**src/rtl/daq_reset_sync.sv**
```systemverilog
`timescale 1ns/100ps
`default_nettype none

module daq_reset_sync #(
	parameter int RST_STAGES = 4
)
(
	input  logic usr_clk_wordwise,
	input  logic arst,
	input  logic pll_lock_i,
	output logic line_rst_o
);

	logic [RST_STAGES-1:0] rst_sr;

	//////////////////////////////
	// Reset release chain
	//////////////////////////////

	always_ff @(posedge usr_clk_wordwise or posedge arst)
	begin
		if (arst)
			rst_sr <= '1;
		else if (pll_lock_i)
			rst_sr <= rst_sr << 1;   // Chain only advances while locked
	end

	assign line_rst_o = rst_sr[RST_STAGES-1];

	// Once released, the line stays out of reset until the next arst
	assert property (@(posedge usr_clk_wordwise) disable iff (arst)
		!line_rst_o |=> !line_rst_o);

endmodule

`default_nettype wire

```
**config.mk**
```make
export PLATFORM = sky130hd
export DESIGN_NAME = daq_reset_sync
export DESIGN_NICKNAME = d
export VERILOG_FILES = /design/src/rtl/daq_reset_sync.sv
export SDC_FILE = /design/constraint.sdc
export NUM_CORES = 1
export LEC_CHECK = 0
export BUFFER_PORTS_ARGS = -buffer_cell sky130_fd_sc_hd__buf_4
export CAP_MARGIN = 5
export CORE_AREA = 8 8 45 47
export CTS_CLUSTER_SIZE = 10
export DETAILED_ROUTE_END_ITERATION = 16
export DIE_AREA = 0 0 53 55
export PLACE_DENSITY_LB_ADDON = 0.2
export SYNTH_ARGS = -nofsm -noshare
export SYNTH_HDL_FRONTEND = slang
export SYNTH_SLANG_ARGS = --single-unit
```
**constraint.sdc**
```tcl
create_clock -name usr_clk_wordwise -period 0.8 [get_ports usr_clk_wordwise]
set_input_delay 0 -clock usr_clk_wordwise [delete_from_list [all_inputs] [get_ports usr_clk_wordwise]]
set_output_delay 0 -clock usr_clk_wordwise [all_outputs]
set_load 0.03 [all_outputs]
```
* After elaboration in Yosys (flattened, before gate mapping)
Index checks and enable logic that the tools add are counted.
** Operators by class
- $add $sub $neg :: 0
- Multiply operators :: 0
- Divide/modulo/power cells :: 0
- Magnitude comparators :: 0
- Equal/unequal tests :: 0
- Shifts and indexed selects :: 0
- Multiplexer cells :: 0
- Bitwise logic cells :: 0
- Reduce and logical (&&, ||, !) cells :: 0
** Storage, ports and cells
- Register bits :: 4
- Latch bits :: 0
- RAM bits :: 0
- ROM bits :: 0
- Input port bits :: 3
- Memories kept :: 0

* Depth between registers and ports, before layout
- Depth in word-level cells :: 0
- Gate-level depth with buffers :: 1

* Worst setup path before layout
No wires, ideal clock.
- Path kind :: register -> register
- Start :: register, netlist name rst_sr[3]
- End :: register rst_sr[3]
- Library setup time :: 60 ps
- Data arrival time :: 765 ps
- Required time :: 740 ps
- Slack :: -25 ps
- Cell stages (with the launch flop) :: 2
- Clock period less this slack :: 825 ps
- Cells stage by stage :: dfstp_2 -> mux2_2
** RTL lines
- end signal: assignment :: line 25 : rst_sr <= rst_sr << 1;
- end: declaration :: line 14 : logic [RST_STAGES-1:0] rst_sr;

* Worst setup path in the final report
- Start :: register rst_sr[3]
- End :: output line_rst_o
** RTL lines
- end: declaration :: line 11 : output logic line_rst_o
No word-level cell between the ends.

==> flow_summary.ini <==
[pwr]
power.switching_uw = 81.6
leakagePower_nw = 0.111
comb_power_share_pct = 4.5
power.internal_uw = 384
power_frac_clock_pct = 51.6
power_density_nw_per_um2 = 1930
p_sw_share_pct = 17.5
ir_drop_mv = 0.701
seqPwrFrac_pct = 43.9

[grt]
grt_pass1_wl_um = 489
grtUsageTotal_pct = 2.63
grt_antenna_before_repair = 0
grt_pass1_vias = 119
gr-total-overflow = 0
grt_max_degree = 5

[run_status]
status = finished, violations left
violations = setup timing

[drt]
wl_per_cell_um = 8.00
drtAntennaViolNets = 0
firstDrtPassIters = 1
viasPerCell = 2.79
totalWireLength_um = 264
routed-wl-met2_um = 91
dr_total_vias = 92
highest_layer = met3
wl_met1_um = 143
drtIter0Drc = 0
drc = 0
met3_wirelength_um = 29

[layout]
fin_nets = 22
synthToLayoutAreaGrowth_pct = 59.5
seqCellArea_um2 = 105
multi_input_area_um2 = 46.3
diodes = 0
layout-drive-gt1-share_pct = 88.2
reg_top3 = rst_sr: 4 flops
fill_cells = 152
top_register = rst_sr
largest_reg_flops = 4

[sta]
finalSetupViolCount = 2
rsz0062_at_grt = yes
worst_pin_slew_ps = 144
fmax_ghz = 1.13
fin_skew_ps = 3.83
drv_slew = 0
slew_headroom_pct = 90.4
fin_ws_ps = -83.1
period_share_pct = 110
hold_slack_ps = 54.1
hold_violations = 0
fin_crit_ps = 883

[floorplan]
pin_count = 4
core_area_um2 = 1380
start_util_pct = 10.9
die_area_um2 = 2920
die_h_um = 55
num_rows = 14
die_x_um = 53

[worst_setup_path]
crit_path_start_kind = register
worstSetupPathType = register to output pin
cp-end-kind = output pin
crit_required_ps = 800
arrival_ps = 880
worstSetupStartpoint = rst_sr[3]
cpLargestDelayFamily = flip-flops
max_stage_delay_ps = 530
critPathBufInv = 1
cp_cell_sequence = buf_6
cpMaxStageDelayCell = dfstp_2
r2r_start = rst_sr[3]
crit_fanout = 2

[clocking]
tritoncts = yes
clock_sinks = 4
clk_latency_ps = 230
numCtsBuffers = 3
clk_pin_slew_ps = 40
root_buffer = clkbuf_4
htreeDepth = 1
cts_buffer_depth = 2

[logic_synthesis]
synth_area_per_cell_um2 = 16.8
ys_ff_latch = 4
synthDistinctLibCells = 4
synthCells = 9
yosys_warnings = 0
syn-num-nets = 12
netlist_area_um2 = 151
synth_seq_area_share_pct = 69.4

[placement]
portBuffers = 3
place_ws_ps = 94.4
gp_congestion = 0.601

[worst_hold_path]
min_from = pll_lock_i
hold_class = primary input to register

[flow_run]
drv_cap = 0
-- synth_stat cells, drive strengths merged --
cell type | number | share of area [%]
dfstp | 4 | 69
and2b | 1 | 5.8
mux2 | 3 | 22
inv | 1 | 2.5
-- per-stage QoR --
stage / utilization [%] / TNS (ps) / cells / power (mW) / area [um^2]
global route: 17.5 / -140 / 33 / 0.501 / 241
finish: 17.5 / -100 / 33 / 0.466 / 241
global placement: 14.3 / 0 / 28 / 0.224 / 198
floorplan: - / -22.4 / 9 / 0.212 / 155
CTS: 17.5 / -118 / 33 / 0.485 / 241
detailed placement: 14.3 / 0 / 28 / 0.224 / 198
-- worst paths after layout --
| kind | end | slack (ps) | cells past startpoint |
|---|---|---|---|
| max | line_rst_o | -80 | 1 |
| max reg2reg | rst_sr[3] | -20 | 2 |
| min in group asynchronous | rst_sr[3] | 410 | 3 |
| min | rst_sr[2] | 50 | 2 |
| max in group asynchronous | rst_sr[0] | 360 | 3 |
| min reg2reg | rst_sr[0] | 540 | 1 |
-- kinds of logic (layout without fill, tap and decap cells) --
logic type / count (synthesis) / after routing / synth area share (%)
simple gates: 1 / 1 / 5.79
mux: 3 / 3 / 22.3
flops: 4 / 4 / 69.4
buf+inv: 1 / 9 / 2.48
-- power groups by stage --
stage,combinational [mW],clock [mW],sequential (mW)
global route,0.0238,0.273,0.204
finish,0.0208,0.240,0.204
floorplan,0.00611,0,0.206
CTS,0.0214,0.259,0.204
detailed placement,0.0174,0,0.206
global placement,0.0175,0,0.206
-- area by class of cell --
type / count / share of cell area [%]
clock buffers: 3 / 9.33
multi-input cells: 4 / 19.2
repair buffers: 5 / 18.1
flip-flops and latches: 4 / 43.5
well taps: 16 / 8.29
inverters: 1 / 1.55
-- metal layers --
layer / track usage (%) / vias up
li1: - / 48
met1: 2.76 / 41
met2: 2.93 / 3
met3: 4.01 / 0
met4: 0 / 0
met5: 0 / -
-- placed cells by master (no fill, tap or decap) --
cell           Yosys  layout
buf_4              0       3
mux2_4             0       1
and2b_2            1       1
dlygate4sd3_1      0       1
clkbuf_4           0       3
mux2_2             3       2
dfstp_2            4       4
inv_1              1       1
buf_6              0       1
-- what timing repair did --
action / in CTS / in global routing
endpoints found under the setup margin: 1 / 2
hold endpoints to repair: 4 / 0
hold buffers: 1 / 0
setup buffers: 1 / 0
gates resized for setup: 1 / 0
Note: power is estimated with default switching activity, not from simulation.
