File: config.mk
export PLATFORM = sky130hd
export DESIGN_NAME = ordered_set_rom
export DESIGN_NICKNAME = d
export VERILOG_FILES = /design/src/rtl/daq_tx_pkg.sv /design/src/rtl/ordered_set_rom.sv
export SDC_FILE = /design/constraint.sdc
export NUM_CORES = 1
export LEC_CHECK = 0
export BUFFER_PORTS_ARGS = -buffer_cell sky130_fd_sc_hd__clkbuf_2
export CAP_MARGIN = 5
export CELL_PAD_IN_SITES_DETAIL_PLACEMENT = 1
export CELL_PAD_IN_SITES_GLOBAL_PLACEMENT = 1
export CORE_MARGIN = 8
export CORE_UTILIZATION = 23
export CTS_CLUSTER_SIZE = 14
export DETAILED_ROUTE_END_ITERATION = 8
export PLACE_DENSITY_LB_ADDON = 0.1
export SYNTH_ARGS = -nofsm -noshare
export SYNTH_HDL_FRONTEND = slang
export SYNTH_SLANG_ARGS = --single-unit
export TNS_END_PERCENT = 1
File: constraint.sdc
create_clock -name usr_clk_wordwise -period 0.8 [get_ports usr_clk_wordwise]
set_input_delay 0.16 -clock usr_clk_wordwise [delete_from_list [all_inputs] [get_ports usr_clk_wordwise]]
set_output_delay 0.16 -clock usr_clk_wordwise [all_outputs]
set_load 0.01 [all_outputs]
File: src/rtl/daq_tx_pkg.sv
`default_nettype none

package daq_tx_pkg;

	typedef logic [15:0] line_word_t;   // Low octet goes out first
	typedef logic [1:0]  charisk_t;     // One K flag per octet
	typedef logic [31:0] crc_t;
	typedef logic [9:0]  pkt_len_t;     // Data words per packet

	//////////////////////////////
	// 8b/10b octets
	//////////////////////////////

	localparam logic [7:0] D5_6     = 8'hC5;
	localparam logic [7:0] D16_2    = 8'h50;
	localparam logic [7:0] K28_5    = 8'hBC;
	localparam logic [7:0] K23_7    = 8'hF7;   // /R/ carrier extend
	localparam logic [7:0] K27_7    = 8'hFB;   // /S/ start of packet
	localparam logic [7:0] K29_7    = 8'hFD;   // /T/ end of packet
	localparam logic [7:0] PRMBL    = 8'h55;
	localparam logic [7:0] SOF_BYTE = 8'hD5;

	// Ordered-set words, high octet on the left
	localparam line_word_t IDLE2       = {D16_2, K28_5};
	localparam line_word_t SOP_PRE     = {PRMBL, K27_7};
	localparam line_word_t PREAMBLE    = {PRMBL, PRMBL};
	localparam line_word_t SOF_PRE     = {SOF_BYTE, PRMBL};
	localparam line_word_t EOP_WORD    = {K23_7, K29_7};
	localparam line_word_t CARRIER_EXT = {K23_7, K23_7};

	// K tags
	localparam charisk_t K_TAG_NONE = 2'b00;   // Preamble, SOF, data, CRC
	localparam charisk_t K_TAG_LOW  = 2'b01;   // Idle and SOP
	localparam charisk_t K_TAG_BOTH = 2'b11;   // EOP and carrier extend

	localparam pkt_len_t DEFAULT_PKT_LEN = 10'd800;

	typedef enum logic [2:0] {
		OS_IDLE,
		OS_SOP,
		OS_PREAMBLE,
		OS_SOF,
		OS_EOP,
		OS_CAR_EXT
	} os_sel_t;

	// Source of the next line word
	typedef enum logic [1:0] {
		WS_ROM,
		WS_DATA,
		WS_CRC_LO,
		WS_CRC_HI
	} word_sel_t;

endpackage

`default_nettype wire

File: src/rtl/ordered_set_rom.sv
`timescale 1ns/100ps
`default_nettype none

module ordered_set_rom
(
	input  logic                   usr_clk_wordwise,
	input  daq_tx_pkg::os_sel_t    os_sel_i,
	output daq_tx_pkg::line_word_t os_word_o,
	output daq_tx_pkg::charisk_t   os_charisk_o
);

	import daq_tx_pkg::*;

	//////////////////////////////
	// Word ROM
	//////////////////////////////

	always_ff @(posedge usr_clk_wordwise)
	begin
		case (os_sel_i)
			OS_IDLE:     os_word_o <= IDLE2;
			OS_SOP:      os_word_o <= SOP_PRE;
			OS_PREAMBLE: os_word_o <= PREAMBLE;
			OS_SOF:      os_word_o <= SOF_PRE;
			OS_EOP:      os_word_o <= EOP_WORD;
			OS_CAR_EXT:  os_word_o <= CARRIER_EXT;
			default:     os_word_o <= IDLE2;
		endcase
	end

	// Matching K tags
	always_ff @(posedge usr_clk_wordwise)
	begin
		case (os_sel_i)
			OS_IDLE:     os_charisk_o <= K_TAG_LOW;
			OS_SOP:      os_charisk_o <= K_TAG_LOW;    // K27_7 in low octet
			OS_PREAMBLE: os_charisk_o <= K_TAG_NONE;
			OS_SOF:      os_charisk_o <= K_TAG_NONE;
			OS_EOP:      os_charisk_o <= K_TAG_BOTH;
			OS_CAR_EXT:  os_charisk_o <= K_TAG_BOTH;
			default:     os_charisk_o <= K_TAG_LOW;
		endcase
	end

endmodule

`default_nettype wire

Word level (Yosys, flattened, before mapping)
Cells that the tools add are included.
Storage, ports and cells
  flip-flop bits (word level): 18
  bits of input ports: 4
Cells by class
  reductions and logical operators: 2
  equal/unequal tests: 5
  multiplexer cells: 2
Operators with widths (count)
  case mux 16 bit (5 select lines): 1
  equality test 3 x 2 -> 1 bit (second input constant): 2
  equality test 3 bit (second input constant): 2
  case mux 2 bit (2 select lines): 1
  OR reduction 2 bit: 2
  equality test 3 x 1 -> 1 bit (second input constant): 1

Longest topological paths before layout
  depth after elaboration: 3
  depth in mapped cells: 2
  mapped depth without buffers: 2

Least setup slack after synthesis
Ideal clock, no wire load.
  path kind: reg-to-output
  start point: register os_word_o[10]
  end point: output port os_word_o[10]
  data arrival time: 0.530 ns
  stages on the path, launching flop included: 2
  path slack: 0.110 ns
  data required time: 0.640 ns
  cells stage by stage: dfxtp_1 -> buf_4
RTL lines
  start, declared: RTL line ordered_set_rom.sv:8  | output daq_tx_pkg::line_word_t os_word_o,
  start signal, assigned: RTL line ordered_set_rom.sv:21  | OS_IDLE: os_word_o <= IDLE2;
  start signal, assigned: RTL line ordered_set_rom.sv:22  | OS_SOP: os_word_o <= SOP_PRE;
  start signal, assigned: RTL line ordered_set_rom.sv:23  | OS_PREAMBLE: os_word_o <= PREAMBLE;
No word-level cell between the ends.

==> flow_metrics.tcl <==
set metrics [dict create \
    io_pins 22 \
    tns_ns -0.776 \
    routedWlPerCell_um 11.2 \
    numCtsBuffers 3 \
    hold-path-endpoint "os_word_o[13]" \
    synth_sequential_area_ratio 0.565 \
    ys_seq_elements 9 \
    switching_share 0.235 \
    antennaDiodeCount 0 \
    outcome "finished with violations" \
    crit_fanout 4 \
    synth_top_area_frac 0.565 \
    htreeDepth 1 \
    max_freq_mhz 1120 \
    cp_num_buf_inv 1 \
    path_clk_slew_ns 0.06 \
    maxSlewViolCount 0 \
    syn_area_per_cell_um2 10.3 \
    netlist.top_cell.by_area "dfxtp_1" \
    path_delay_family "flip-flops" \
    path_class "reg -> out" \
    core_um2 1300 \
    layout-drive-gt1-share 0.578 \
    die-area_um2 2840 \
    maxCapViolCount 0 \
    cts_tree "yes" \
    violations "setup timing" \
    placed_cell_area_um2 363 \
    hold_path_depth 2 \
    clk_path_buf_depth 2 \
    holdWs_ns 0.129 \
    power.leakage_nw 0.218 \
    stdcell_count 60 \
    synthDistinctLibCells 10 \
    netlist_area_um2 319 \
    fp.dieH_um 53.2 \
    finalPower_mw 0.973 \
    pwr-share-comb 0.148 \
    setup_violations 14 \
    crit_chain "buf_6" \
    final_core_util 0.344 \
    gp_congestion 0.688 \
    drt_iter0_drc 2 \
    cp.required_ns 0.64 \
    powerDensity_nw_per_um2 2170 \
    initial_core_util 0.245 \
    drc 0 \
    start_kind "flop" \
    ys_top_cells_by_area "dfxtp_1 (56%), buf_4 (21%), nor2b_1 (5.9%)" \
    vias 219 \
    rows 13 \
    area_growth_pct 40.4 \
    cp-end-kind "output pin" \
    hold_viol_final 0 \
    finalWirelength_um 669 \
    cell_internal_pwr_mw 0.745 \
    ys_warn_count 0 \
    grt_first_pass_wirelength_mm 1.02 \
    io_buffers 17 \
    nets 50 \
    min_path_type "in -> reg" \
    drtAntennaViolNets 0 \
    ir_worst_vdd_v 0.000792 \
    cpPeakStageDelay_ns 0.36 \
    design_area_um2 448 \
    pwr-share-clk 0.347 \
    syn-instance-count 31 \
    cts_sinks 9 \
    fin_ws_ns -0.0919 \
    place_inst 56 \
    fin_crit_ns 0.892 \
    arrival_ns 0.73 \
    clockRootBuffer "clkbuf_4" \
    viasPerCell 3.65 \
    grt_use_total 0.0527 \
    p_switching_mw 0.229 \
    grt_max_degree 8 \
    grt_overflow_total 0 \
    finalCritPeriodShare 1.11 \
    grt_setup_unrepaired "true" \
    firstDrtPassIters 3 \
    slowest_stage "dfxtp_4" \
    hold_start "os_sel_i[1]" \
    pwr-share-seq 0.505 \
    pre_cts_ws_ns 0.0393 \
    grt_pass1_vias 224 \
    antenna_found_initial 0 \
    die_x_um 53.2 \
]
## flip-flops by register name, indices dropped and copies added, names as in the netlist
signal	cells
os_charisk_o	2
os_word_o	7
## placed cells by master, fill, tap and decap left out, drive strengths merged
| master | n |
|---|---|
| a21o | 1 |
| a21oi | 2 |
| buf | 14 |
| clkbuf | 7 |
| conb | 4 |
| dfxtp | 9 |
| inv | 2 |
| nand2b | 1 |
| nor2b | 4 |
| nor3 | 1 |
## metal layers
| metal | wire (um) | part of all wire | GRT usage | up-vias |
|---|---|---|---|---|
| li1 | - | - | - | 109 |
| met1 | 216 | 0.32 | 0.0460 | 97 |
| met2 | 352 | 0.53 | 0.0840 | 11 |
| met3 | 91 | 0.14 | 0.0364 | 2 |
| met4 | 8 | 0.012 | 0.0378 | 0 |
| met5 | 0 | 0 | 0 | - |
## synth_stat cells
library cell,number
nand2b_1,1
conb_1,2
nor3_1,1
buf_4,9
a21oi_1,2
nor2b_2,1
inv_1,2
a21o_1,1
dfxtp_1,9
nor2b_1,3
## logic make-up after synthesis
logic type | count (synthesis) | share of synthesized area
buffers and inverters | 11 | 0.235
and+or+nand+nor | 6 | 0.122
DFF | 9 | 0.565
AOI/OAI and AO/OA | 3 | 0.0549
other | 2 | 0.0235
## power by group through the flow
stage                     Clock (mW)  Combinational, mW  Sequential [mW]
final                          0.338              0.144            0.492
after global routing           0.396              0.154            0.496
after CTS                      0.356              0.115            0.488
after detailed placement           0              0.115            0.496
after global placement             0              0.115            0.494
after floorplan                    0             0.0748            0.510
## worst max path at each step
stage / from / end / slack [ns] / depth (start not counted)
after global routing: os_word_o[10] / os_word_o[0] / -0.14 / 1
after detailed placement: os_sel_i[1] / os_word_o[15] / 0.04 / 3
after global placement: os_sel_i[1] / os_word_o[15] / 0.06 / 3
final: os_word_o[10] / os_word_o[6] / -0.09 / 1
after floorplan: os_word_o[10] / os_word_o[10] / 0.11 / 1
after CTS: os_word_o[10] / os_word_o[0] / -0.11 / 1
## area by class of cell
class | count | area, um^2
multi-input combinational | 13 | 71.3
timing repair buffer | 17 | 135
fill | 161 | 853
clock buffer | 4 | 26.3
sequential | 9 | 189
tap | 15 | 18.8
inverter | 2 | 7.51
## repair_timing
| item | in CTS | in global routing |
|---|---|---|
| hold buffers | 0 | 0 |
| pin swaps | 0 | 0 |
| setup endpoints to repair | 14 | 14 |
| setup buffers | 0 | 0 |
| endpoints found under the hold margin | 0 | 0 |
| resized for setup | 3 | 25 |
No activity file was read; power rests on OpenSTA's default activity.
