[src/rtl/daq_tx_pkg.sv]
`default_nettype none

package daq_tx_pkg;

	typedef logic [15:0] line_word_t;   // Low octet goes out first
	typedef logic [1:0]  charisk_t;     // One K flag per octet
	typedef logic [31:0] crc_t;
	typedef logic [9:0]  pkt_len_t;     // Data words per packet

	//////////////////////////////
	// 8b/10b octets
	//////////////////////////////

	localparam logic [7:0] D5_6     = 8'hC5;
	localparam logic [7:0] D16_2    = 8'h50;
	localparam logic [7:0] K28_5    = 8'hBC;
	localparam logic [7:0] K23_7    = 8'hF7;   // /R/ carrier extend
	localparam logic [7:0] K27_7    = 8'hFB;   // /S/ start of packet
	localparam logic [7:0] K29_7    = 8'hFD;   // /T/ end of packet
	localparam logic [7:0] PRMBL    = 8'h55;
	localparam logic [7:0] SOF_BYTE = 8'hD5;

	// Ordered-set words, high octet on the left
	localparam line_word_t IDLE2       = {D16_2, K28_5};
	localparam line_word_t SOP_PRE     = {PRMBL, K27_7};
	localparam line_word_t PREAMBLE    = {PRMBL, PRMBL};
	localparam line_word_t SOF_PRE     = {SOF_BYTE, PRMBL};
	localparam line_word_t EOP_WORD    = {K23_7, K29_7};
	localparam line_word_t CARRIER_EXT = {K23_7, K23_7};

	// K tags
	localparam charisk_t K_TAG_NONE = 2'b00;   // Preamble, SOF, data, CRC
	localparam charisk_t K_TAG_LOW  = 2'b01;   // Idle and SOP
	localparam charisk_t K_TAG_BOTH = 2'b11;   // EOP and carrier extend

	localparam pkt_len_t DEFAULT_PKT_LEN = 10'd800;

	typedef enum logic [2:0] {
		OS_IDLE,
		OS_SOP,
		OS_PREAMBLE,
		OS_SOF,
		OS_EOP,
		OS_CAR_EXT
	} os_sel_t;

	// Source of the next line word
	typedef enum logic [1:0] {
		WS_ROM,
		WS_DATA,
		WS_CRC_LO,
		WS_CRC_HI
	} word_sel_t;

endpackage

`default_nettype wire

[src/rtl/crc32_gen.sv]
`timescale 1ns/100ps
`default_nettype none

module crc32_gen
(
	input  logic                   usr_clk_wordwise,
	input  logic                   arst,
	input  logic                   line_rst_i,
	input  logic                   crc_init_i,
	input  logic                   crc_calc_i,
	input  daq_tx_pkg::line_word_t data_i,
	output daq_tx_pkg::crc_t       crc_o
);

	import daq_tx_pkg::*;

	localparam crc_t CRC_POLY_REFL = 32'hEDB88320;   // 04C11DB7 bit reversed

	crc_t crc_reg;

	// One octet, LSB first
	function automatic crc_t crc_octet(input crc_t crc_in, input logic [7:0] octet);
		crc_t c;
		int   i;
		c = crc_in ^ {24'h000000, octet};
		for (i = 0; i < 8; i++)
		begin
			if (c[0])
				c = (c >> 1) ^ CRC_POLY_REFL;
			else
				c = c >> 1;
		end
		return c;
	endfunction

	always_ff @(posedge usr_clk_wordwise or posedge arst)
	begin
		if (arst)
			crc_reg <= '1;
		else if (line_rst_i || crc_init_i)
			crc_reg <= '1;
		else if (crc_calc_i)
			crc_reg <= crc_octet(crc_octet(crc_reg, data_i[7:0]), data_i[15:8]);
	end

	assign crc_o = ~crc_reg;   // FCS is the complement

	// Clear and update come from different FSM states
	assert property (@(posedge usr_clk_wordwise) disable iff (arst)
		!(crc_init_i && crc_calc_i));

endmodule

`default_nettype wire

[config.mk]
export PLATFORM = sky130hd
export DESIGN_NAME = crc32_gen
export DESIGN_NICKNAME = d
export VERILOG_FILES = /design/src/rtl/daq_tx_pkg.sv /design/src/rtl/crc32_gen.sv
export SDC_FILE = /design/constraint.sdc
export NUM_CORES = 1
export LEC_CHECK = 0
export BUFFER_PORTS_ARGS = -buffer_cell sky130_fd_sc_hd__buf_2
export CORE_UTILIZATION = 38
export CTS_CLUSTER_SIZE = 12
export DETAILED_ROUTE_END_ITERATION = 10
export GPL_TIMING_DRIVEN = 1
export PLACE_DENSITY = 0.63
export SLEW_MARGIN = 10
export SYNTH_ARGS = -nofsm -noshare
export SYNTH_HDL_FRONTEND = slang
export SYNTH_SLANG_ARGS = --single-unit
[constraint.sdc]
create_clock -name usr_clk_wordwise -period 3.45 [get_ports usr_clk_wordwise]
set_input_delay 0.345 -clock usr_clk_wordwise [delete_from_list [all_inputs] [get_ports usr_clk_wordwise]]
set_output_delay 0.345 -clock usr_clk_wordwise [all_outputs]
set_load 0.02 [all_outputs]
# After elaboration in Yosys (flattened, before gate mapping)
# Cells that the tools add are included.
# totals
register_bits	32
inputBits	21
out_inout_bits	32
wordCells	70
# op_classes
mux	48
bitwise	19
n_reduce_logical	2
# op_table
op	n
$mux 32	48
$not 13->14	16
$xor 32x8->32	2
$not 32->32	1
$reduce_bool 2->1	1
$logic_or 1x1->1	1

# Longest topological paths before layout
# depth
word_depth	66
mapped_depth	7
ltp_nobuf	7

# Least setup slack after synthesis
# OpenSTA, ideal clock, no wires.
# synth_timing
path_kind	flip-flop to flip-flop
from	register crc_reg[4]
to	register crc_reg[18]
setup_ns	0.094
arrival_time_ns	2.328
required_ns	3.356
path_slack_ns	1.028
path_stages_with_launch	8
synth_period_minus_slack_ns	2.422
path_cell_list	dfstp_2 -> xor2_2 -> xnor3_2 -> xor2_2 -> xnor2_4 -> xnor3_1 -> nand2_1 -> o211ai_2
# synth_between
elab_chain_len	57
# synth_lines
element	line	source
from (decl)	crc32_gen.sv:19	crc_t crc_reg;
from (signal assigned)	crc32_gen.sv:43	crc_reg <= crc_octet(crc_octet(crc_reg, data_i[7:0]), data_i[15:8]);
$xor 32x8->32 (*)	crc32_gen.sv:25	c = crc_in ^ {24'h000000, octet};
$mux 32 (*)	crc32_gen.sv:28	if (c[0])
$mux 32 (*)	crc32_gen.sv:42	else if (crc_calc_i)
$mux 32 (*)	crc32_gen.sv:40	else if (line_rst_i || crc_init_i)
$mux 32 (*)	crc32_gen.sv:28	
$mux 32 (*)	crc32_gen.sv:42	
$mux 32 (*)	crc32_gen.sv:40	
$mux 32 (*)	crc32_gen.sv:28	
[... 41 more ...]	n/a	
$mux 32 (*)	crc32_gen.sv:40	
$not 13->14 (no source line)	n/a	
$mux 32 (*)	crc32_gen.sv:28	
$mux 32 (*)	crc32_gen.sv:42	
$mux 32 (*)	crc32_gen.sv:40	
$mux 32 (*)	crc32_gen.sv:28	
$mux 32 (*)	crc32_gen.sv:42	
$mux 32 (*)	crc32_gen.sv:40	
# Mark *: on every way between the ends. The rest lies on a longest branch, timed or not. The select of a mux whose other input is x is not followed.
# A chain may end at the register's enable or synchronous reset.

# Worst setup path after layout
# Same ends and word-level chain as after synthesis.

==> results.tsv <==
metric	value	unit
outcome	completed	
ant_nets	0	
die_width	91.3	um
nNetsFinal	361	
rows	32	
globalRouteOverflowTotal	0	
post_cts_buffers	0	
timing.final.max_slew_violations	0	
core_area	7730	um2
floorplan.die_area	8340	um2
finalWorstSetupSlack	0.697	ns
slowest_delay	0.61	ns
worstHoldPathCells	3	
critical_path.n_buffers_inverters	0	
synthesis.instances	284	
timing.final.crit_share	79.8	%
hold_path.class	primary input to register	
crit_path_start_kind	register	
numCtsBuffers	5	
avgSynthCellArea	10.7	um2
pre_cts_ws	0.701	ns
critical_path_arrival	2.97	ns
share_of_layout_cells_above_drive_strength_1	37.0	%
grt_antenna_before_repair	0	
crit_type	register to register	
n_antenna_cell	0	
ioPinCount	53	
grt_use_total	18.0	%
crit_path_top_delay_cell	sky130_fd_sc_hd__xnor3_2	
clock_tree.root_cell	sky130_fd_sc_hd__clkbuf_8	
max-cap-violations	0	
yosysWarnings	0	
finalHoldWorstSlack	0.413	ns
cts_num_sinks	32	
cts_buffer_depth	2	
timing.hold.worst_endpoint	crc_reg[23]	
finalCoreUtilization	45.6	%
detailed_place_hpwl	5.08	mm
synth_cell_type_count	30	
worst_path_most_repeated_cell	sky130_fd_sc_hd__xor2_2	
grt_pass1_wl	11.4	mm
clock_pin_slew_on_the_worst_setup_and_hold_paths	0.07	ns
mostFrequentLayoutCells	sky130_fd_sc_hd__xnor2_1 (77), sky130_fd_sc_hd__buf_2 (52), sky130_fd_sc_hd__inv_1 (34)	
postSynthRegisterBits	32	
worst_ep_required_time	3.66	ns
number_of_flip_flops_under_the_largest_register_name	32	
cp_cell_sequence	xor2_2, xnor3_2, xor2_2, xnor2_4, xnor3_1, nand2_1, o211ai_2	
drtPass1Iterations	5	
worst_pin_slew	0.849	ns
worst_r2r_endpoint	crc_reg[18]	
synth.net_count	305	
setup_violations	0	
skew	0.00408	ns
rrSetupSlack	0.70	ns
route.detailed.wl_per_inst	15.3	um
timing.setup.tns	0	ns
clock_tree_from_tritoncts	built	
ctsHoldBuffers	0	
route.detailed.drc	0	
cts_repair_resize_count	0	
r2r-start	crc_reg[4]	
setup_repair_after_global_routing_missed_its_margin	false	
place.gp.congestion	0.852	
final.min_clock_period	2.75	ns
initialDrtViolationCount	63	
initial_utilization	39.2	%
crit_path_end_kind	register	
die_height	91.3	um
maximum_number_of_pins_on_one_net_before_global_route_repair	54	
vias_post_dr	2070	
wirelength	6.80	mm
worstRegToRegCells	7	
port-buffer-count	52	
syn_to_final_growth	16.3	%
htree_levels	2	
detail_route.vias_per_cell	4.67	
layout.cells.most_common	sky130_fd_sc_hd__xnor2_1	
vias_in_the_first_global_route	2169	
timing_hold_violations_final	0	
timing.critical_path.fanout_max	5	
relSlewSlack	43.4	%
post_synth_design_cell_area	3030	um2
clock.fmax	363	MHz
critical_path.top_delay_family	XOR/XNOR gates	
synth_sequential_area_ratio	27.7	%
min-delay-start	line_rst_i	
insertion_delay	0.30	ns
==> routing by layer <==
layer,vias to the layer above,track usage [%],part of all wire [%]
li1,1003,-,-
met4,0,5.69,1.6
met5,-,0,0
met1,1010,25.3,50
met3,9,2.93,3.3
met2,48,28.2,45
==> worst max-delay path by stage <==
stage,from,end,slack (ns),cells after the start
finish,crc_reg[4],crc_reg[18],0.70,7
global route,crc_reg[4],crc_reg[18],0.59,7
CTS,crc_reg[4],crc_reg[18],0.69,7
detailed placement,crc_reg[4],crc_reg[18],0.70,7
global placement,crc_reg[4],crc_reg[18],0.74,7
floorplan,crc_reg[4],crc_reg[18],1.03,7
==> through the flow <==
stage | cell area, um2 | cells
after global placement | 3440 | 435
after global routing | 3530 | 443
final | 3530 | 443
after detailed placement | 3440 | 435
after CTS | 3530 | 443
after floorplan | 3030 | 284
==> cells in the mapped netlist (all sizes together) <==
cell / number / area share (%)
o21ai: 5 / 0.83
and2: 1 / 0.21
nand2: 33 / 4.1
xor3: 3 / 2.4
o311ai: 1 / 0.29
a21oi: 2 / 0.33
mux2i: 1 / 0.33
inv: 34 / 4.2
o211ai: 23 / 5.9
xor2: 26 / 10
a31oi: 1 / 0.21
nand3b: 1 / 0.25
or3: 1 / 0.21
and3: 1 / 0.21
o21a: 1 / 0.25
xnor2: 92 / 32
buf: 1 / 0.16
nand3: 2 / 0.33
dfstp: 32 / 28
clkbuf: 9 / 1.1
nor2: 3 / 0.37
xnor3: 11 / 8.5
==> worst reg2reg max path: cells and delay by family, from the launching register on <==
kind / cells / cell delay, ns
AO/OA/AOI/OAI: 1 / 0.08
AND/OR/NAND/NOR: 1 / 0.09
flip-flops: 1 / 0.57
XOR/XNOR: 5 / 1.93
==> cell families (layout without fill, tap and decap cells) <==
family          after synthesis  count (layout)  synth area share (%)
simple gates                 42              42                  5.65
mux                           1               1                 0.330
buf+inv                      44             101                  5.49
xor+xnor                    132             132                  53.0
compound gates               33              33                  7.76
flops                        32              32                  27.7
==> final cells by class <==
type	instances	area (um2)
multi-input cells	208	2030
repair buffers	59	313
well taps	102	128
inverters	34	128
fillers	744	4200
flip-flops and latches	32	841
clock buffers	8	90.1
Power is left out: the tool's default activity adds up to more than one toggle a clock period on the data nets, which glitch-free logic cannot reach.
