## config.mk

```make
export PLATFORM = sky130hd
export DESIGN_NAME = frame_proc_fsm
export DESIGN_NICKNAME = d
export VERILOG_FILES = /design/src/rtl/daq_tx_pkg.sv /design/src/rtl/frame_proc_fsm.sv
export SDC_FILE = /design/constraint.sdc
export NUM_CORES = 1
export LEC_CHECK = 0
export ABC_AREA = 1
export BUFFER_PORTS_ARGS = -buffer_cell sky130_fd_sc_hd__buf_2
export CORE_MARGIN = 2
export CORE_UTILIZATION = 45
export DETAILED_ROUTE_END_ITERATION = 7
export HOLD_SLACK_MARGIN = 0.1
export PLACE_DENSITY = 0.65
export REMOVE_ABC_BUFFERS = 1
export SYNTH_ARGS = -nofsm -noshare
export SYNTH_HDL_FRONTEND = slang
export SYNTH_SLANG_ARGS = --single-unit
```

## constraint.sdc

```tcl
create_clock -name usr_clk_wordwise -period 3.45 [get_ports usr_clk_wordwise]
set_input_delay 0.5175 -clock usr_clk_wordwise [delete_from_list [all_inputs] [get_ports usr_clk_wordwise]]
set_output_delay 0.5175 -clock usr_clk_wordwise [all_outputs]
set_load 0.01 [all_outputs]
```

## src/rtl/daq_tx_pkg.sv

```systemverilog
`default_nettype none

package daq_tx_pkg;

	typedef logic [15:0] line_word_t;   // Low octet goes out first
	typedef logic [1:0]  charisk_t;     // One K flag per octet
	typedef logic [31:0] crc_t;
	typedef logic [9:0]  pkt_len_t;     // Data words per packet

	//////////////////////////////
	// 8b/10b octets
	//////////////////////////////

	localparam logic [7:0] D5_6     = 8'hC5;
	localparam logic [7:0] D16_2    = 8'h50;
	localparam logic [7:0] K28_5    = 8'hBC;
	localparam logic [7:0] K23_7    = 8'hF7;   // /R/ carrier extend
	localparam logic [7:0] K27_7    = 8'hFB;   // /S/ start of packet
	localparam logic [7:0] K29_7    = 8'hFD;   // /T/ end of packet
	localparam logic [7:0] PRMBL    = 8'h55;
	localparam logic [7:0] SOF_BYTE = 8'hD5;

	// Ordered-set words, high octet on the left
	localparam line_word_t IDLE2       = {D16_2, K28_5};
	localparam line_word_t SOP_PRE     = {PRMBL, K27_7};
	localparam line_word_t PREAMBLE    = {PRMBL, PRMBL};
	localparam line_word_t SOF_PRE     = {SOF_BYTE, PRMBL};
	localparam line_word_t EOP_WORD    = {K23_7, K29_7};
	localparam line_word_t CARRIER_EXT = {K23_7, K23_7};

	// K tags
	localparam charisk_t K_TAG_NONE = 2'b00;   // Preamble, SOF, data, CRC
	localparam charisk_t K_TAG_LOW  = 2'b01;   // Idle and SOP
	localparam charisk_t K_TAG_BOTH = 2'b11;   // EOP and carrier extend

	localparam pkt_len_t DEFAULT_PKT_LEN = 10'd800;

	typedef enum logic [2:0] {
		OS_IDLE,
		OS_SOP,
		OS_PREAMBLE,
		OS_SOF,
		OS_EOP,
		OS_CAR_EXT
	} os_sel_t;

	// Source of the next line word
	typedef enum logic [1:0] {
		WS_ROM,
		WS_DATA,
		WS_CRC_LO,
		WS_CRC_HI
	} word_sel_t;

endpackage

`default_nettype wire

```

## src/rtl/frame_proc_fsm.sv

```systemverilog
`timescale 1ns/100ps
`default_nettype none

module frame_proc_fsm #(
	parameter int IPG_WORDS = 6
)
(
	input  logic                  usr_clk_wordwise,
	input  logic                  arst,
	input  logic                  line_rst_i,
	input  logic                  txd_valid_i,
	output logic                  txd_ready_o,
	output daq_tx_pkg::os_sel_t   os_sel_o,
	output daq_tx_pkg::word_sel_t word_sel_o,
	output logic                  crc_init_o,
	output logic                  crc_calc_o,
	output daq_tx_pkg::pkt_len_t  last_pkt_len_o
);

	import daq_tx_pkg::*;

	localparam int CNT_W = (IPG_WORDS > 2) ? $clog2(IPG_WORDS) : 1;

	typedef enum logic [3:0] {
		S_IDLE,
		S_SOP,
		S_PREAMBLE,
		S_SOF,
		S_DATA,
		S_CRC_HI,
		S_EOP,
		S_CAR_EXT,
		S_GAP
	} state_t;

	state_t           state;
	state_t           state_nxt;
	logic [CNT_W-1:0] cnt;       // Preamble and gap length
	pkt_len_t         pkt_cnt;
	logic             xfer;
	logic             pkt_end;

	assign txd_ready_o = (state == S_DATA);
	assign xfer        = txd_ready_o & txd_valid_i;
	assign pkt_end     = txd_ready_o & ~txd_valid_i;   // Valid dropped under ready
	assign crc_calc_o  = xfer;
	assign crc_init_o  = (state == S_SOP);

	always_comb
	begin
		state_nxt = state;
		case (state)
			S_IDLE:
				if (txd_valid_i)
					state_nxt = S_SOP;
			S_SOP:      state_nxt = S_PREAMBLE;
			S_PREAMBLE:
				if (cnt == CNT_W'(1))
					state_nxt = S_SOF;
			S_SOF:      state_nxt = S_DATA;
			S_DATA:
				if (pkt_end)
					state_nxt = S_CRC_HI;
			S_CRC_HI:   state_nxt = S_EOP;
			S_EOP:      state_nxt = S_CAR_EXT;
			S_CAR_EXT:  state_nxt = S_GAP;
			S_GAP:
				if (cnt == CNT_W'(IPG_WORDS - 1))
					state_nxt = txd_valid_i ? S_SOP : S_IDLE;   // Back to back
			default:    state_nxt = S_IDLE;
		endcase
	end

	always_ff @(posedge usr_clk_wordwise or posedge arst)
	begin
		if (arst)
		begin
			state <= S_IDLE;
			cnt   <= '0;
		end
		else if (line_rst_i)
		begin
			state <= S_IDLE;
			cnt   <= '0;
		end
		else
		begin
			state <= state_nxt;
			if (state_nxt != state)
				cnt <= '0;
			else
				cnt <= cnt + 1'b1;
		end
	end

	// Word selection for this cycle
	always_comb
	begin
		os_sel_o   = OS_IDLE;
		word_sel_o = WS_ROM;
		case (state)
			S_SOP:      os_sel_o = OS_SOP;
			S_PREAMBLE: os_sel_o = OS_PREAMBLE;
			S_SOF:      os_sel_o = OS_SOF;
			S_DATA:     word_sel_o = pkt_end ? WS_CRC_LO : WS_DATA;   // End cycle sends CRC low
			S_CRC_HI:   word_sel_o = WS_CRC_HI;
			S_EOP:      os_sel_o = OS_EOP;
			S_CAR_EXT:  os_sel_o = OS_CAR_EXT;
			default:    os_sel_o = OS_IDLE;
		endcase
	end

	//////////////////////////////
	// Packet length
	//////////////////////////////

	always_ff @(posedge usr_clk_wordwise or posedge arst)
	begin
		if (arst)
		begin
			pkt_cnt        <= '0;
			last_pkt_len_o <= DEFAULT_PKT_LEN;
		end
		else
		begin
			if (crc_init_o)
				pkt_cnt <= '0;
			else if (xfer)
				pkt_cnt <= pkt_cnt + 1'b1;
			if (pkt_end)
				last_pkt_len_o <= pkt_cnt;
		end
	end

	// Ready is entered only from start of frame and held only in data
	assert property (@(posedge usr_clk_wordwise) disable iff (arst)
		txd_ready_o |-> $past(state) inside {S_SOF, S_DATA});

endmodule

`default_nettype wire

```

======== After elaboration in Yosys (flattened, before gate mapping) ========
Cells that the tools add are included.
Widths: inputs -> output; s select.
storage, ports and cells
  flip-flop bits (word level) ............. 27
  output and inout bits ................... 18
  word-level logic and storage cells ...... 36
cells by class
  reduce and logical (&&, ||, !) cells .... 2
  $add $sub $neg .......................... 2
  equal/unequal tests ..................... 11
  multiplexer cells ....................... 14
  bitwise gates (word level) .............. 3
operator list
  cell                   count
  $pmux 4 s9             1
  $mux 10                2
  $mux 4                 5
  $eq 4x3->1 const B     4
  $pmux 3 s5             1
  $add 10x1->10 const B  1
  $eq 4x2->1 const B     2
  $mux 3                 2
  $eq 4x1->1 const B     1
  $eq 4x4->1 const B     1
  $logic_not 4->1        1
  $ne 4x4->1             1
  $pmux 2 s2             1
  $add 3x1->3 const B    1
  $eq 3x1->1 const B     1
  $eq 3x3->1 const B     1
  $and 1x1->1            2
  $mux 2                 1
  $reduce_bool 2->1      1
  $mux 1                 1
  $not 1->1              1

======== Longest topological paths before layout ========
Gate-level depths: netlist of run 1.
  depth in word-level cells ............... 7
  gate-level depth with buffers ........... 9

======== Worst setup path before layout of run 1 ========
Ideal clock, no wire load.
  kind .................................... reg-to-output
  start ................................... reg state[3]
  end ..................................... out word_sel_o[1]
  slack ................................... 1.824 ns
  path buffers ............................ 2
  data required time ...................... 2.932 ns
  arrival ................................. 1.109 ns
  cell stages (with the launch flop) ...... 8
  path through ............................ dfrtp_1 buf_6 clkinv_4 nand2_4 nor2_4 nand2_2 buf_6 nand2_1
on the way
  cells in the longest elaborated chain, start to end .. 4
  elaborated cells on any way between the ends .. 5
RTL lines
  item                    RTL line               RTL
  from (decl)             frame_proc_fsm.sv:36   state_t state;
  from (signal assigned)  frame_proc_fsm.sv:88   state <= state_nxt;
  $eq 4x3->1 *            frame_proc_fsm.sv:43   assign txd_ready_o = (state == S_DATA);
  net txd_ready_o         frame_proc_fsm.sv:12   output logic txd_ready_o,
  $and 1x1->1             frame_proc_fsm.sv:45   assign pkt_end = txd_ready_o & ~txd_valid_i;
  $mux 2                  frame_proc_fsm.sv:105  S_DATA: word_sel_o = pkt_end ? WS_CRC_LO : WS_DATA;
  $pmux 2 s2 *            frame_proc_fsm.sv:101  case (state)
  to (decl)               frame_proc_fsm.sv:14   output daq_tx_pkg::word_sel_t word_sel_o,
Mark *: on every way through the listed nets, which the timed path passes. The rest lies on a longest branch.

======== Worst setup path in the final report of run 1 ========
  start ................................... reg state[3]
  end ..................................... out word_sel_o[1]
on the way
  cells in the longest elaborated chain, start to end .. 4
  elaborated cells on any way between the ends .. 5
RTL lines
  item          RTL line
  $eq 4x3->1    frame_proc_fsm.sv:43, frame_proc_fsm.sv:101
  $and 1x1->1   frame_proc_fsm.sv:45
  $mux 2        frame_proc_fsm.sv:105
  $pmux 2 s2 *  frame_proc_fsm.sv:101
Mark *: on every way between the ends. The rest lies on a longest branch, timed or not.

==> results of run 1 <==
[cells in the mapped netlist]
| master | n |
|---|---|
| nor2_2 | 2 |
| nor2_4 | 2 |
| buf_6 | 4 |
| nand3_2 | 2 |
| inv_2 | 3 |
| a21oi_1 | 6 |
| inv_1 | 21 |
| nand2_4 | 3 |
| nand2_2 | 4 |
| or2_2 | 2 |
| nor2_1 | 13 |
| ha_1 | 3 |
| nand3_1 | 8 |
| nand4_1 | 10 |
| dfrtp_1 | 24 |
| clkinv_4 | 1 |
| nor4_1 | 1 |
| nor3_2 | 2 |
| o21ai_1 | 1 |
| o21ai_0 | 8 |
| nand2_1 | 43 |
| o21ai_2 | 10 |
| nor3_1 | 2 |
| dfstp_2 | 3 |
[flip-flops by register name (all words and copies together) (netlist names)]
| register | cells |
|---|---|
| cnt | 3 |
| last_pkt_len_o | 10 |
| pkt_cnt | 10 |
| state | 4 |
[per-layer routing]
layer,part of all wire,vias up
met3,0.021,8
met5,0,-
met4,0.024,0
li1,-,618
met1,0.44,574
met2,0.52,22
[report_power, final]
group          switching (mW)  internal (mW)  total (mW)
clock                  0.0941         0.0435       0.138
combinational          0.0469         0.0203      0.0673
sequential            0.00855          0.323       0.332
[cell families (layout without fill, tap and decap cells)]
logic type / count (synthesis) / in the layout / share of synthesized area
flip-flops: 27 / 27 / 0.453
adder cells (fa/ha/maj): 3 / 3 / 0.0250
AND/OR/NAND/NOR: 94 / 94 / 0.317
AO/OA/AOI/OAI: 25 / 25 / 0.109
buffers and inverters: 29 / 50 / 0.0960
[worst min path at each step]
| stage | start | to |
|---|---|---|
| 4_1_cts | line_rst_i | state[2] |
| 3_5_place_dp | last_pkt_len_o[0] | last_pkt_len_o[0] |
| 3_3_place_gp | last_pkt_len_o[1] | last_pkt_len_o[1] |
| 2_1_floorplan | pkt_cnt[9] | pkt_cnt[9] |
| 6_report | arst | cnt[1] |
| 5_1_grt | line_rst_i | state[0] |
[layout make-up]
type	count	area, µm²
clock buffer	3	22.5
clock inverter	1	5.00
fill	331	1460
inverter	25	98.8
multi-input combinational	122	676
sequential	27	679
tap	44	55.1
timing repair buffer	21	105
==> flow_metrics.env, run 1 <==
export IMPL_status="complete, no violations"
export IMPL_synth_area_um2=1500
export IMPL_arrival_ns=1.75
export IMPL_use_met1=0.206
export IMPL_dpl_hpwl_um=2180
export IMPL_critical_path_endpoint="word_sel_o[1]"
export IMPL_design_die_area_um2=3810
export IMPL_yosys_area_top_type="dfrtp_1"
export IMPL_cts_buffer_depth=2
export IMPL_cp_end_kind="output pin"
export IMPL_final_common_cell="nand2_1"
export IMPL_grt_util_met2=0.329
export IMPL_skew_ns=0.00278
export IMPL_syn_avg_cell_area_um2=8.42
export IMPL_slew_viol_final=0
export IMPL_setup_tns_ns=0
export IMPL_post_route_cells_drive_above_1_share=0.296
export IMPL_p_per_area_nw_per_um2=327
export IMPL_vias=1222
export IMPL_crit_type="reg -> out"
export IMPL_grt_max_degree=28
export IMPL_cts_buffers=3
export IMPL_die_w_um=61.7
export IMPL_clkLatencyLatePin_ns=0.33
export IMPL_placed_area_um2=1610
export IMPL_yosysSeqAreaShare=0.453
export IMPL_viasPerCell=5.03
export IMPL_initial_utilization=0.483
export IMPL_wl_um=2900
export IMPL_fin_util=0.529
export IMPL_cp_max_fo=21
export IMPL_htreeDepth=1
export IMPL_rsz0062_at_grt="false"
export IMPL_grt_pass1_wl_um=5070
export IMPL_die_y_um=61.7
export IMPL_cap_violations=0
export IMPL_worstSetupStartpointType="register"
export IMPL_worst_pin_slew_ns=1.02
export IMPL_pin_count=22
export IMPL_antenna_found_initial=0
export IMPL_synth_cells=178
export IMPL_path_cells="clkinv_4 > nand2_4 > nor2_4 > nand2_2 > nand2_1 > buf_2"
export IMPL_timing_rr_end="pkt_cnt[9]"
export IMPL_met3_usage=0.0248
export IMPL_grt_ovfl_total=0
export IMPL_cts_tree="done"
export IMPL_ys_types=24
export IMPL_grt_busiest_layer="met2"
export IMPL_hold_buffers=0
export IMPL_final_antenna_net_count=0
export IMPL_r2r_setup_slack_ns=1.95
export IMPL_fin_nets=207
export IMPL_grt_pass1_vias=1187
export IMPL_place_congestion=0.900
export IMPL_drt_iter0_markers=71
export IMPL_grt_usage=0.181
export IMPL_crit_start="state[3]"
export IMPL_dp_cells=239
export IMPL_ys_seq_elements=27
export IMPL_cp_depth=6
export IMPL_min_period_ns=2.27
export IMPL_yosysWarnings=0
export IMPL_remaining_drc_errors=0
export IMPL_r2r_start="state[3]"
export IMPL_min_period_over_period=0.658
export IMPL_reg2reg_depth=6
export IMPL_syn2layout_area_growth_pct=9.52
export IMPL_leakagePower_nw=0.828
export IMPL_cts_root_buf="clkbuf_4"
export IMPL_hold_viol_final=0
export IMPL_rows=20
export IMPL_peakVddDrop_v=0.000128
export IMPL_hp_class="in -> async"
export IMPL_yosys_top_cells_area="dfrtp_1 (40%), nand2_1 (11%), o21ai_2 (5.8%)"
export IMPL_post_cts_setup_buffers=0
export IMPL_clkSinkCount=27
export IMPL_synth_top_area_share=0.401
export IMPL_setup_violations=0
export IMPL_io_buffers=21
export IMPL_postCtsResizedCells=0
export IMPL_drtPass1Iterations=4
export IMPL_worst_slack_ns=1.18
export IMPL_path_buf_inv=2
export IMPL_cpMaxStageDelayCell="dfrtp_1"
export IMPL_path_clk_slew_ns=0.14
export IMPL_crit_path_max_incr_delay_ns=0.56
export IMPL_crit_required_ns=2.93
export IMPL_antenna_cells=0
export IMPL_final_cell_mix="nand2_1 (43), dfrtp_1 (24), inv_1 (21), buf_2 (21), nor2_1 (13)"
export IMPL_layoutNonFillerInstCount=243
export IMPL_max_freq_mhz=440
export IMPL_cp_top_family="simple AND/OR/NAND/NOR gates"
export IMPL_core_um2=3100
export IMPL_total_power_uw=537
export IMPL_routedWlPerCell_um=11.9
export IMPL_final_area_um2=1640
export IMPL_fin_hold_ws_ns=0.403
export IMPL_max_slew_margin=0.320
export IMPL_post_place_ws_ns=1.55
Note: power is estimated with default switching activity, not from simulation.
==> run 2: changes to the inputs <==
--- a/config.mk
+++ b/config.mk
@@ -5,13 +5,13 @@
 export SDC_FILE = /design/constraint.sdc
 export NUM_CORES = 1
 export LEC_CHECK = 0
-export ABC_AREA = 1
+export ABC_AREA = 0
 export BUFFER_PORTS_ARGS = -buffer_cell sky130_fd_sc_hd__buf_2
 export CORE_MARGIN = 2
 export CORE_UTILIZATION = 45
 export DETAILED_ROUTE_END_ITERATION = 7
 export HOLD_SLACK_MARGIN = 0.1
-export PLACE_DENSITY = 0.65
+export PLACE_DENSITY = 0.66
 export REMOVE_ABC_BUFFERS = 1
 export SYNTH_ARGS = -nofsm -noshare
 export SYNTH_HDL_FRONTEND = slang
==> constraint.sdc (replaced) <==
create_clock -name usr_clk_wordwise -period 2.4 [get_ports usr_clk_wordwise]
set_input_delay 0.36 -clock usr_clk_wordwise [delete_from_list [all_inputs] [get_ports usr_clk_wordwise]]
set_output_delay 0.36 -clock usr_clk_wordwise [all_outputs]
set_load 0.01 [all_outputs]
==> run 2 against run 1 <==
  * The run now ends with design-rule violations left
  * Wire length shrank 18%
  * Cell area fell by 7.9%
  * Worst setup slack got worse by 1.0 ns
  * Die area fell by 9.5%
  * Synthesized cell count shrank 29%
  * Non-clock buffer count increased by 4
  * Critical path depth shrank 1
  * Core utilization grew 0.98 points
  * Clock-buffer cell count stayed put
  * Synthesized area is 10% lower
  * Final cell count is 26% lower
  * Critical endpoint is now crc_calc_o
  * Largest cell class unchanged
  * Highest routed layer unchanged
==> flow_metrics.env, run 2 <==
export IMPL_initial_utilization=0.480
export IMPL_grt_pass1_wl_um=4260
export IMPL_cts_root_buf="clkbuf_4"
export IMPL_path_cells="or4b_4 > inv_1 > nand2_1 > inv_1 > buf_2"
export IMPL_path_buf_inv=3
export IMPL_cts_tree="done"
export IMPL_synth_area_um2=1350
export IMPL_yosys_area_top_type="dfrtp_1"
export IMPL_layoutNonFillerInstCount=179
export IMPL_crit_required_ns=2.04
export IMPL_setup_violations=0
export IMPL_setup_tns_ns=0
export IMPL_synth_edf_count=0
export IMPL_pin_count=22
export IMPL_drtPass1Iterations=6
export IMPL_max_freq_mhz=446
export IMPL_cpMaxStageDelayCell="or4b_4"
export IMPL_met3_usage=0.0242
export IMPL_cp_top_family="simple AND/OR/NAND/NOR gates"
export IMPL_die_w_um=58.7
export IMPL_cap_violations=0
export IMPL_grt_usage=0.163
export IMPL_skew_ns=0.00220
export IMPL_total_power_uw=803
export IMPL_cp_max_fo=9
export IMPL_grt_busiest_layer="met2"
export IMPL_crit_type="reg -> out"
export IMPL_synth_cells=126
export IMPL_crit_path_max_incr_delay_ns=0.62
export IMPL_grt_pass1_vias=921
export IMPL_synthArstFlopShare=1.00
export IMPL_largestRegisters="last_pkt_len_o x10, pkt_cnt x10, state x4"
export IMPL_viasPerCell=5.32
export IMPL_yosys_top_cells_area="dfrtp_1 (45%), mux2_2 (8.4%), dfstp_2 (5.9%)"
export IMPL_drt_iter0_markers=29
export IMPL_leakagePower_nw=0.743
export IMPL_arrival_ns=1.88
export IMPL_remaining_drc_errors=2
export IMPL_dp_cells=174
export IMPL_cts_buffers=3
export IMPL_die_y_um=58.7
export IMPL_fin_nets=156
export IMPL_min_period_over_period=0.935
export IMPL_yosysMostFrequentCell="dfrtp_1"
export IMPL_final_cell_mix="dfrtp_1 (22), buf_2 (21), mux2_2 (10), nor2_1 (10)"
export IMPL_clkLatencyLatePin_ns=0.32
export IMPL_final_common_cell="dfrtp_1"
export IMPL_fin_hold_ws_ns=0.230
export IMPL_vias=953
export IMPL_ys_seq_elements=27
export IMPL_ys_types=30
export IMPL_grt_ovfl_total=0
export IMPL_use_met1=0.232
export IMPL_yosys_top_cells_count="dfrtp_1 (24), mux2_2 (10), nor2_1 (10)"
export IMPL_status="complete, but fails checks"
export IMPL_syn_avg_cell_area_um2=10.7
export IMPL_wl_um=2390
export IMPL_antenna_found_initial=0
export IMPL_min_period_ns=2.24
export IMPL_dpl_hpwl_um=1740
export IMPL_routedWlPerCell_um=13.4
export IMPL_synth_flop_cell="dfrtp_1"
export IMPL_cp_end_kind="output pin"
export IMPL_peakVddDrop_v=0.000303
export IMPL_grt_util_met2=0.252
export IMPL_rows=19
export IMPL_htreeDepth=1
export IMPL_io_buffers=21
export IMPL_path_clk_slew_ns=0.15
export IMPL_violations="design-rule violations"
export IMPL_yosysSeqAreaShare=0.505
export IMPL_n_fill_cell=256
export IMPL_slew_viol_final=0
export IMPL_antenna_cells=0
export IMPL_grt_max_degree=28
export IMPL_final_antenna_net_count=0
export IMPL_synth_top_area_share=0.446
export IMPL_yosysWarnings=0
export IMPL_syn2layout_area_growth_pct=12.3
export IMPL_hold_viol_final=0
export IMPL_p_per_area_nw_per_um2=531
export IMPL_worst_pin_slew_ns=0.494
export IMPL_place_congestion=0.749
export IMPL_post_cts_setup_buffers=0
export IMPL_max_slew_margin=0.670
export IMPL_cts_buffer_depth=2
export IMPL_rsz0062_at_grt="false"
export IMPL_post_route_cells_drive_above_1_share=0.324
export IMPL_clkSinkCount=27
export IMPL_core_um2=2810
export IMPL_hp_class="in -> reg"
export IMPL_design_die_area_um2=3450
export IMPL_worstSetupStartpointType="register"
export IMPL_crit_top_cell="inv_1"
## run 2: cell count changes after synthesis, sizes merged, moves of 3 or more
| cell | before | now |
|---|---|---|
| o21ai | 19 | 2 |
| inv | 24 | 8 |
| xnor2 | 0 | 6 |
| a21oi | 6 | 3 |
| nor3 | 4 | 8 |
| nand2 | 50 | 8 |
| nand3 | 10 | 4 |
| xor2 | 0 | 6 |
| nor4b | 0 | 3 |
| nor2 | 17 | 13 |
| nand4 | 10 | 4 |
| mux2 | 0 | 10 |
## run 2: what timing repair did
| action | in CTS | in global routing |
|---|---|---|
| hold buffers | 1 | 0 |
| gates resized for setup | 0 | 2 |
| endpoints found under the setup margin | 0 | 1 |
| endpoints found under the hold margin | 24 | 0 |
## run 2: final cells by class
cell class / count / area (µm²) / share of cell area
sequential: 27 / 682 / 0.451
multi-input combinational: 84 / 593 / 0.392
timing repair buffer: 25 / 138 / 0.0911
tap: 31 / 38.8 / 0.0257
inverter: 8 / 30.0 / 0.0199
clock buffer: 3 / 22.5 / 0.0149
clock inverter: 1 / 7.51 / 0.00497
## run 2: routing by layer
layer  wire (µm)  vias up
met4          17        0
li1            -      477
met5           0        -
met3         101        2
met2        1140       17
met1        1130      457
## run 2: power breakdown
part / internal (mW) / total, mW / leakage [nW] / switching, mW
clock: 0.0637 / 0.202 / 0.0139 / 0.138
sequential: 0.474 / 0.494 / 0.360 / 0.0202
combinational: 0.0453 / 0.107 / 0.368 / 0.0617
total: 0.583 / 0.803 / 0.743 / 0.220
## run 2: final timing paths
| check | startpoint | to | slack (ns) | cells after the start |
|---|---|---|---|---|
| max reg2reg | state[0] | last_pkt_len_o[0] | 0.37 | 3 |
| min in group asynchronous | arst | state[2] | 0.60 | 4 |
| max in group asynchronous | arst | last_pkt_len_o[5] | 1.50 | 4 |
| min reg2reg | cnt[0] | cnt[0] | 0.49 | 1 |
| max | state[0] | crc_calc_o | 0.16 | 5 |
| min | line_rst_i | state[1] | 0.23 | 2 |
## run 2: logic make-up (layout without fill, tap and decap cells)
group,after synthesis,count (layout),share of synthesized area
flip-flops,27,27,0.505
AO/OA/AOI/OAI,8,8,0.0409
XOR/XNOR,12,12,0.0781
buffers and inverters,15,37,0.0548
adder cells (fa/ha/maj),3,3,0.0279
AND/OR/NAND/NOR,51,51,0.210
multiplexers,10,10,0.0836
## run 2: per-stage QoR
stage | setup slack, ns | utilization | instance area, µm²
after global placement | 0.377 | 0.524 | 1470
after global routing | 0.00389 | 0.539 | 1510
after detailed placement | 0.314 | 0.524 | 1470
after CTS | 0.113 | 0.538 | 1510
final | 0.157 | 0.539 | 1510
after floorplan | 0.466 | - | 1300
==> run 3: changes to the inputs <==
--- a/config.mk
+++ b/config.mk
@@ -8,10 +8,10 @@
 export ABC_AREA = 0
 export BUFFER_PORTS_ARGS = -buffer_cell sky130_fd_sc_hd__buf_2
 export CORE_MARGIN = 2
-export CORE_UTILIZATION = 45
+export CORE_UTILIZATION = 42
 export DETAILED_ROUTE_END_ITERATION = 7
 export HOLD_SLACK_MARGIN = 0.1
-export PLACE_DENSITY = 0.66
+export PLACE_DENSITY = 0.62
 export REMOVE_ABC_BUFFERS = 1
 export SYNTH_ARGS = -nofsm -noshare
 export SYNTH_HDL_FRONTEND = slang
==> run 3 against run 2 <==
  * The run now ends clean
  * Sequential power hardly changed
  * Fmax is 0.43% lower
  * Global-route usage is 1.1 points lower
  * Register-to-register slack hardly changed
  * Total power is 1.6% lower
  * Clock-buffer cell count is 1 higher
  * Wire length is 4.6% higher
  * Core utilization is 3.8 points lower
  * Clock power is 7% lower
  * Critical path type unchanged
  * Highest routed layer unchanged
==> flow_metrics.env, run 3 (synthesis results as in run 2) <==
export IMPL_status="complete, no violations"
export IMPL_path_cells="or4b_4 > inv_1 > nand2_1 > inv_1 > buf_2"
export IMPL_cp_top_family="simple AND/OR/NAND/NOR gates"
export IMPL_dpl_hpwl_um=1870
export IMPL_drt_iter0_markers=25
export IMPL_grt_usage=0.153
export IMPL_vias=949
export IMPL_path_clk_slew_ns=0.13
export IMPL_worstSetupStartpointType="register"
export IMPL_cp_end_kind="output pin"
export IMPL_hold_viol_final=0
export IMPL_fin_hold_ws_ns=0.250
export IMPL_min_period_ns=2.25
export IMPL_final_antenna_net_count=0
export IMPL_dp_cells=188
export IMPL_fin_nets=157
export IMPL_antenna_found_initial=0
export IMPL_grt_ovfl_total=0
export IMPL_arrival_ns=1.89
export IMPL_grt_pass1_wl_um=4170
export IMPL_final_cell_mix="dfrtp_1 (24), buf_2 (21), mux2_2 (10), nor2_1 (10)"
export IMPL_setup_tns_ns=0
export IMPL_wl_um=2500
export IMPL_viasPerCell=4.92
export IMPL_peakVddDrop_v=0.000303
export IMPL_cts_tree="done"
export IMPL_routedWlPerCell_um=13.0
export IMPL_max_slew_margin=0.685
export IMPL_post_cts_setup_buffers=0
export IMPL_path_buf_inv=3
export IMPL_crit_top_cell="inv_1"
export IMPL_cts_buffer_depth=2
export IMPL_syn2layout_area_growth_pct=13.6
export IMPL_leakagePower_nw=0.752
export IMPL_slew_viol_final=0
export IMPL_layoutNonFillerInstCount=193
export IMPL_design_die_area_um2=3670
export IMPL_antenna_cells=0
export IMPL_crit_required_ns=2.04
export IMPL_clkLatencyLatePin_ns=0.31
export IMPL_cap_violations=0
export IMPL_remaining_drc_errors=0
export IMPL_final_common_cell="dfrtp_1"
export IMPL_cts_root_buf="clkbuf_4"
export IMPL_die_y_um=60.6
export IMPL_crit_path_max_incr_delay_ns=0.64
export IMPL_die_w_um=60.6
export IMPL_p_per_area_nw_per_um2=517
export IMPL_post_route_cells_drive_above_1_share=0.309
export IMPL_place_congestion=0.682
export IMPL_hp_class="in -> reg"
export IMPL_grt_max_degree=28
export IMPL_rows=20
export IMPL_rsz0062_at_grt="false"
export IMPL_pin_count=22
export IMPL_cts_buffers=3
export IMPL_drtPass1Iterations=4
export IMPL_clkSinkCount=27
export IMPL_worst_pin_slew_ns=0.467
export IMPL_min_period_over_period=0.939
export IMPL_grt_pass1_vias=916
export IMPL_crit_type="reg -> out"
export IMPL_max_freq_mhz=444
export IMPL_htreeDepth=1
export IMPL_largestRegisters="last_pkt_len_o x10, pkt_cnt x10, state x4"
export IMPL_setup_violations=0
export IMPL_initial_utilization=0.441
export IMPL_cpMaxStageDelayCell="or4b_4"
export IMPL_skew_ns=0.00406
export IMPL_n_fill_cell=304
export IMPL_core_um2=3050
export IMPL_io_buffers=21
export IMPL_fin_util=0.501
export IMPL_cp_max_fo=9
run 3: changes by cell type in the layout (fill, tap and decap cells not counted), sizes merged:
cell	delta
buf	+1
clkbuf	+1
clkinvlp	-1
run 3: metal layers:
layer / up-vias / track usage / wire, µm / share of wire
met5: - / 0 / 0 / 0
met4: 0 / 0.0466 / 15 / 0.0060
met3: 2 / 0.0277 / 84 / 0.034
met2: 16 / 0.246 / 1130 / 0.45
met1: 453 / 0.210 / 1270 / 0.51
li1: 478 / - / - / -
run 3: area by class of cell:
class / instances / area, µm² / share of cell area
Inverter: 8 / 30.0 / 0.0196
Sequential cell: 27 / 679 / 0.444
Tap cell: 44 / 55.1 / 0.0360
Timing Repair Buffer: 26 / 145 / 0.0949
Multi-Input combinational cell: 84 / 593 / 0.388
Clock buffer: 4 / 26.3 / 0.0172
run 3: path summary, 6_finish.rpt:
| path | startpoint | endpoint | slack, ns | cells past startpoint |
|---|---|---|---|---|
| min in group asynchronous | arst | pkt_cnt[7] | 0.63 | 4 |
| max in group asynchronous | arst | last_pkt_len_o[8] | 1.48 | 4 |
| worst min-delay path | line_rst_i | state[3] | 0.25 | 2 |
| worst min register to register | cnt[0] | cnt[0] | 0.48 | 1 |
| worst max register to register | state[0] | last_pkt_len_o[0] | 0.36 | 4 |
| worst max-delay path | state[0] | crc_calc_o | 0.15 | 5 |
run 3: metrics by stage:
step	power (mW)	setup slack, ns	instance area [µm²]
after floorplan	0.566	0.466	1300
after global placement	0.606	0.427	1490
after detailed placement	0.611	0.357	1490
after CTS	0.799	0.136	1530
after global routing	0.840	0.00595	1530
final	0.791	0.147	1530
run 3: repair_timing:
item,in CTS,in global routing
hold buffers,1,0
endpoints found under the hold margin,24,0
gates resized for setup,0,0
run 3: worst reg2reg max path, delay by kind of cell (launching register included):
| kind | cells | cell delay, ns |
|---|---|---|
| simple gates | 2 | 0.89 |
| flops | 1 | 0.51 |
| mux | 1 | 0.34 |
| buf+inv | 1 | 0.21 |
run 3: power breakdown:
part           leakage, nW  switching, mW  internal [mW]
registers            0.363         0.0208          0.473
clock network       0.0150          0.124         0.0648
logic                0.374         0.0629         0.0456
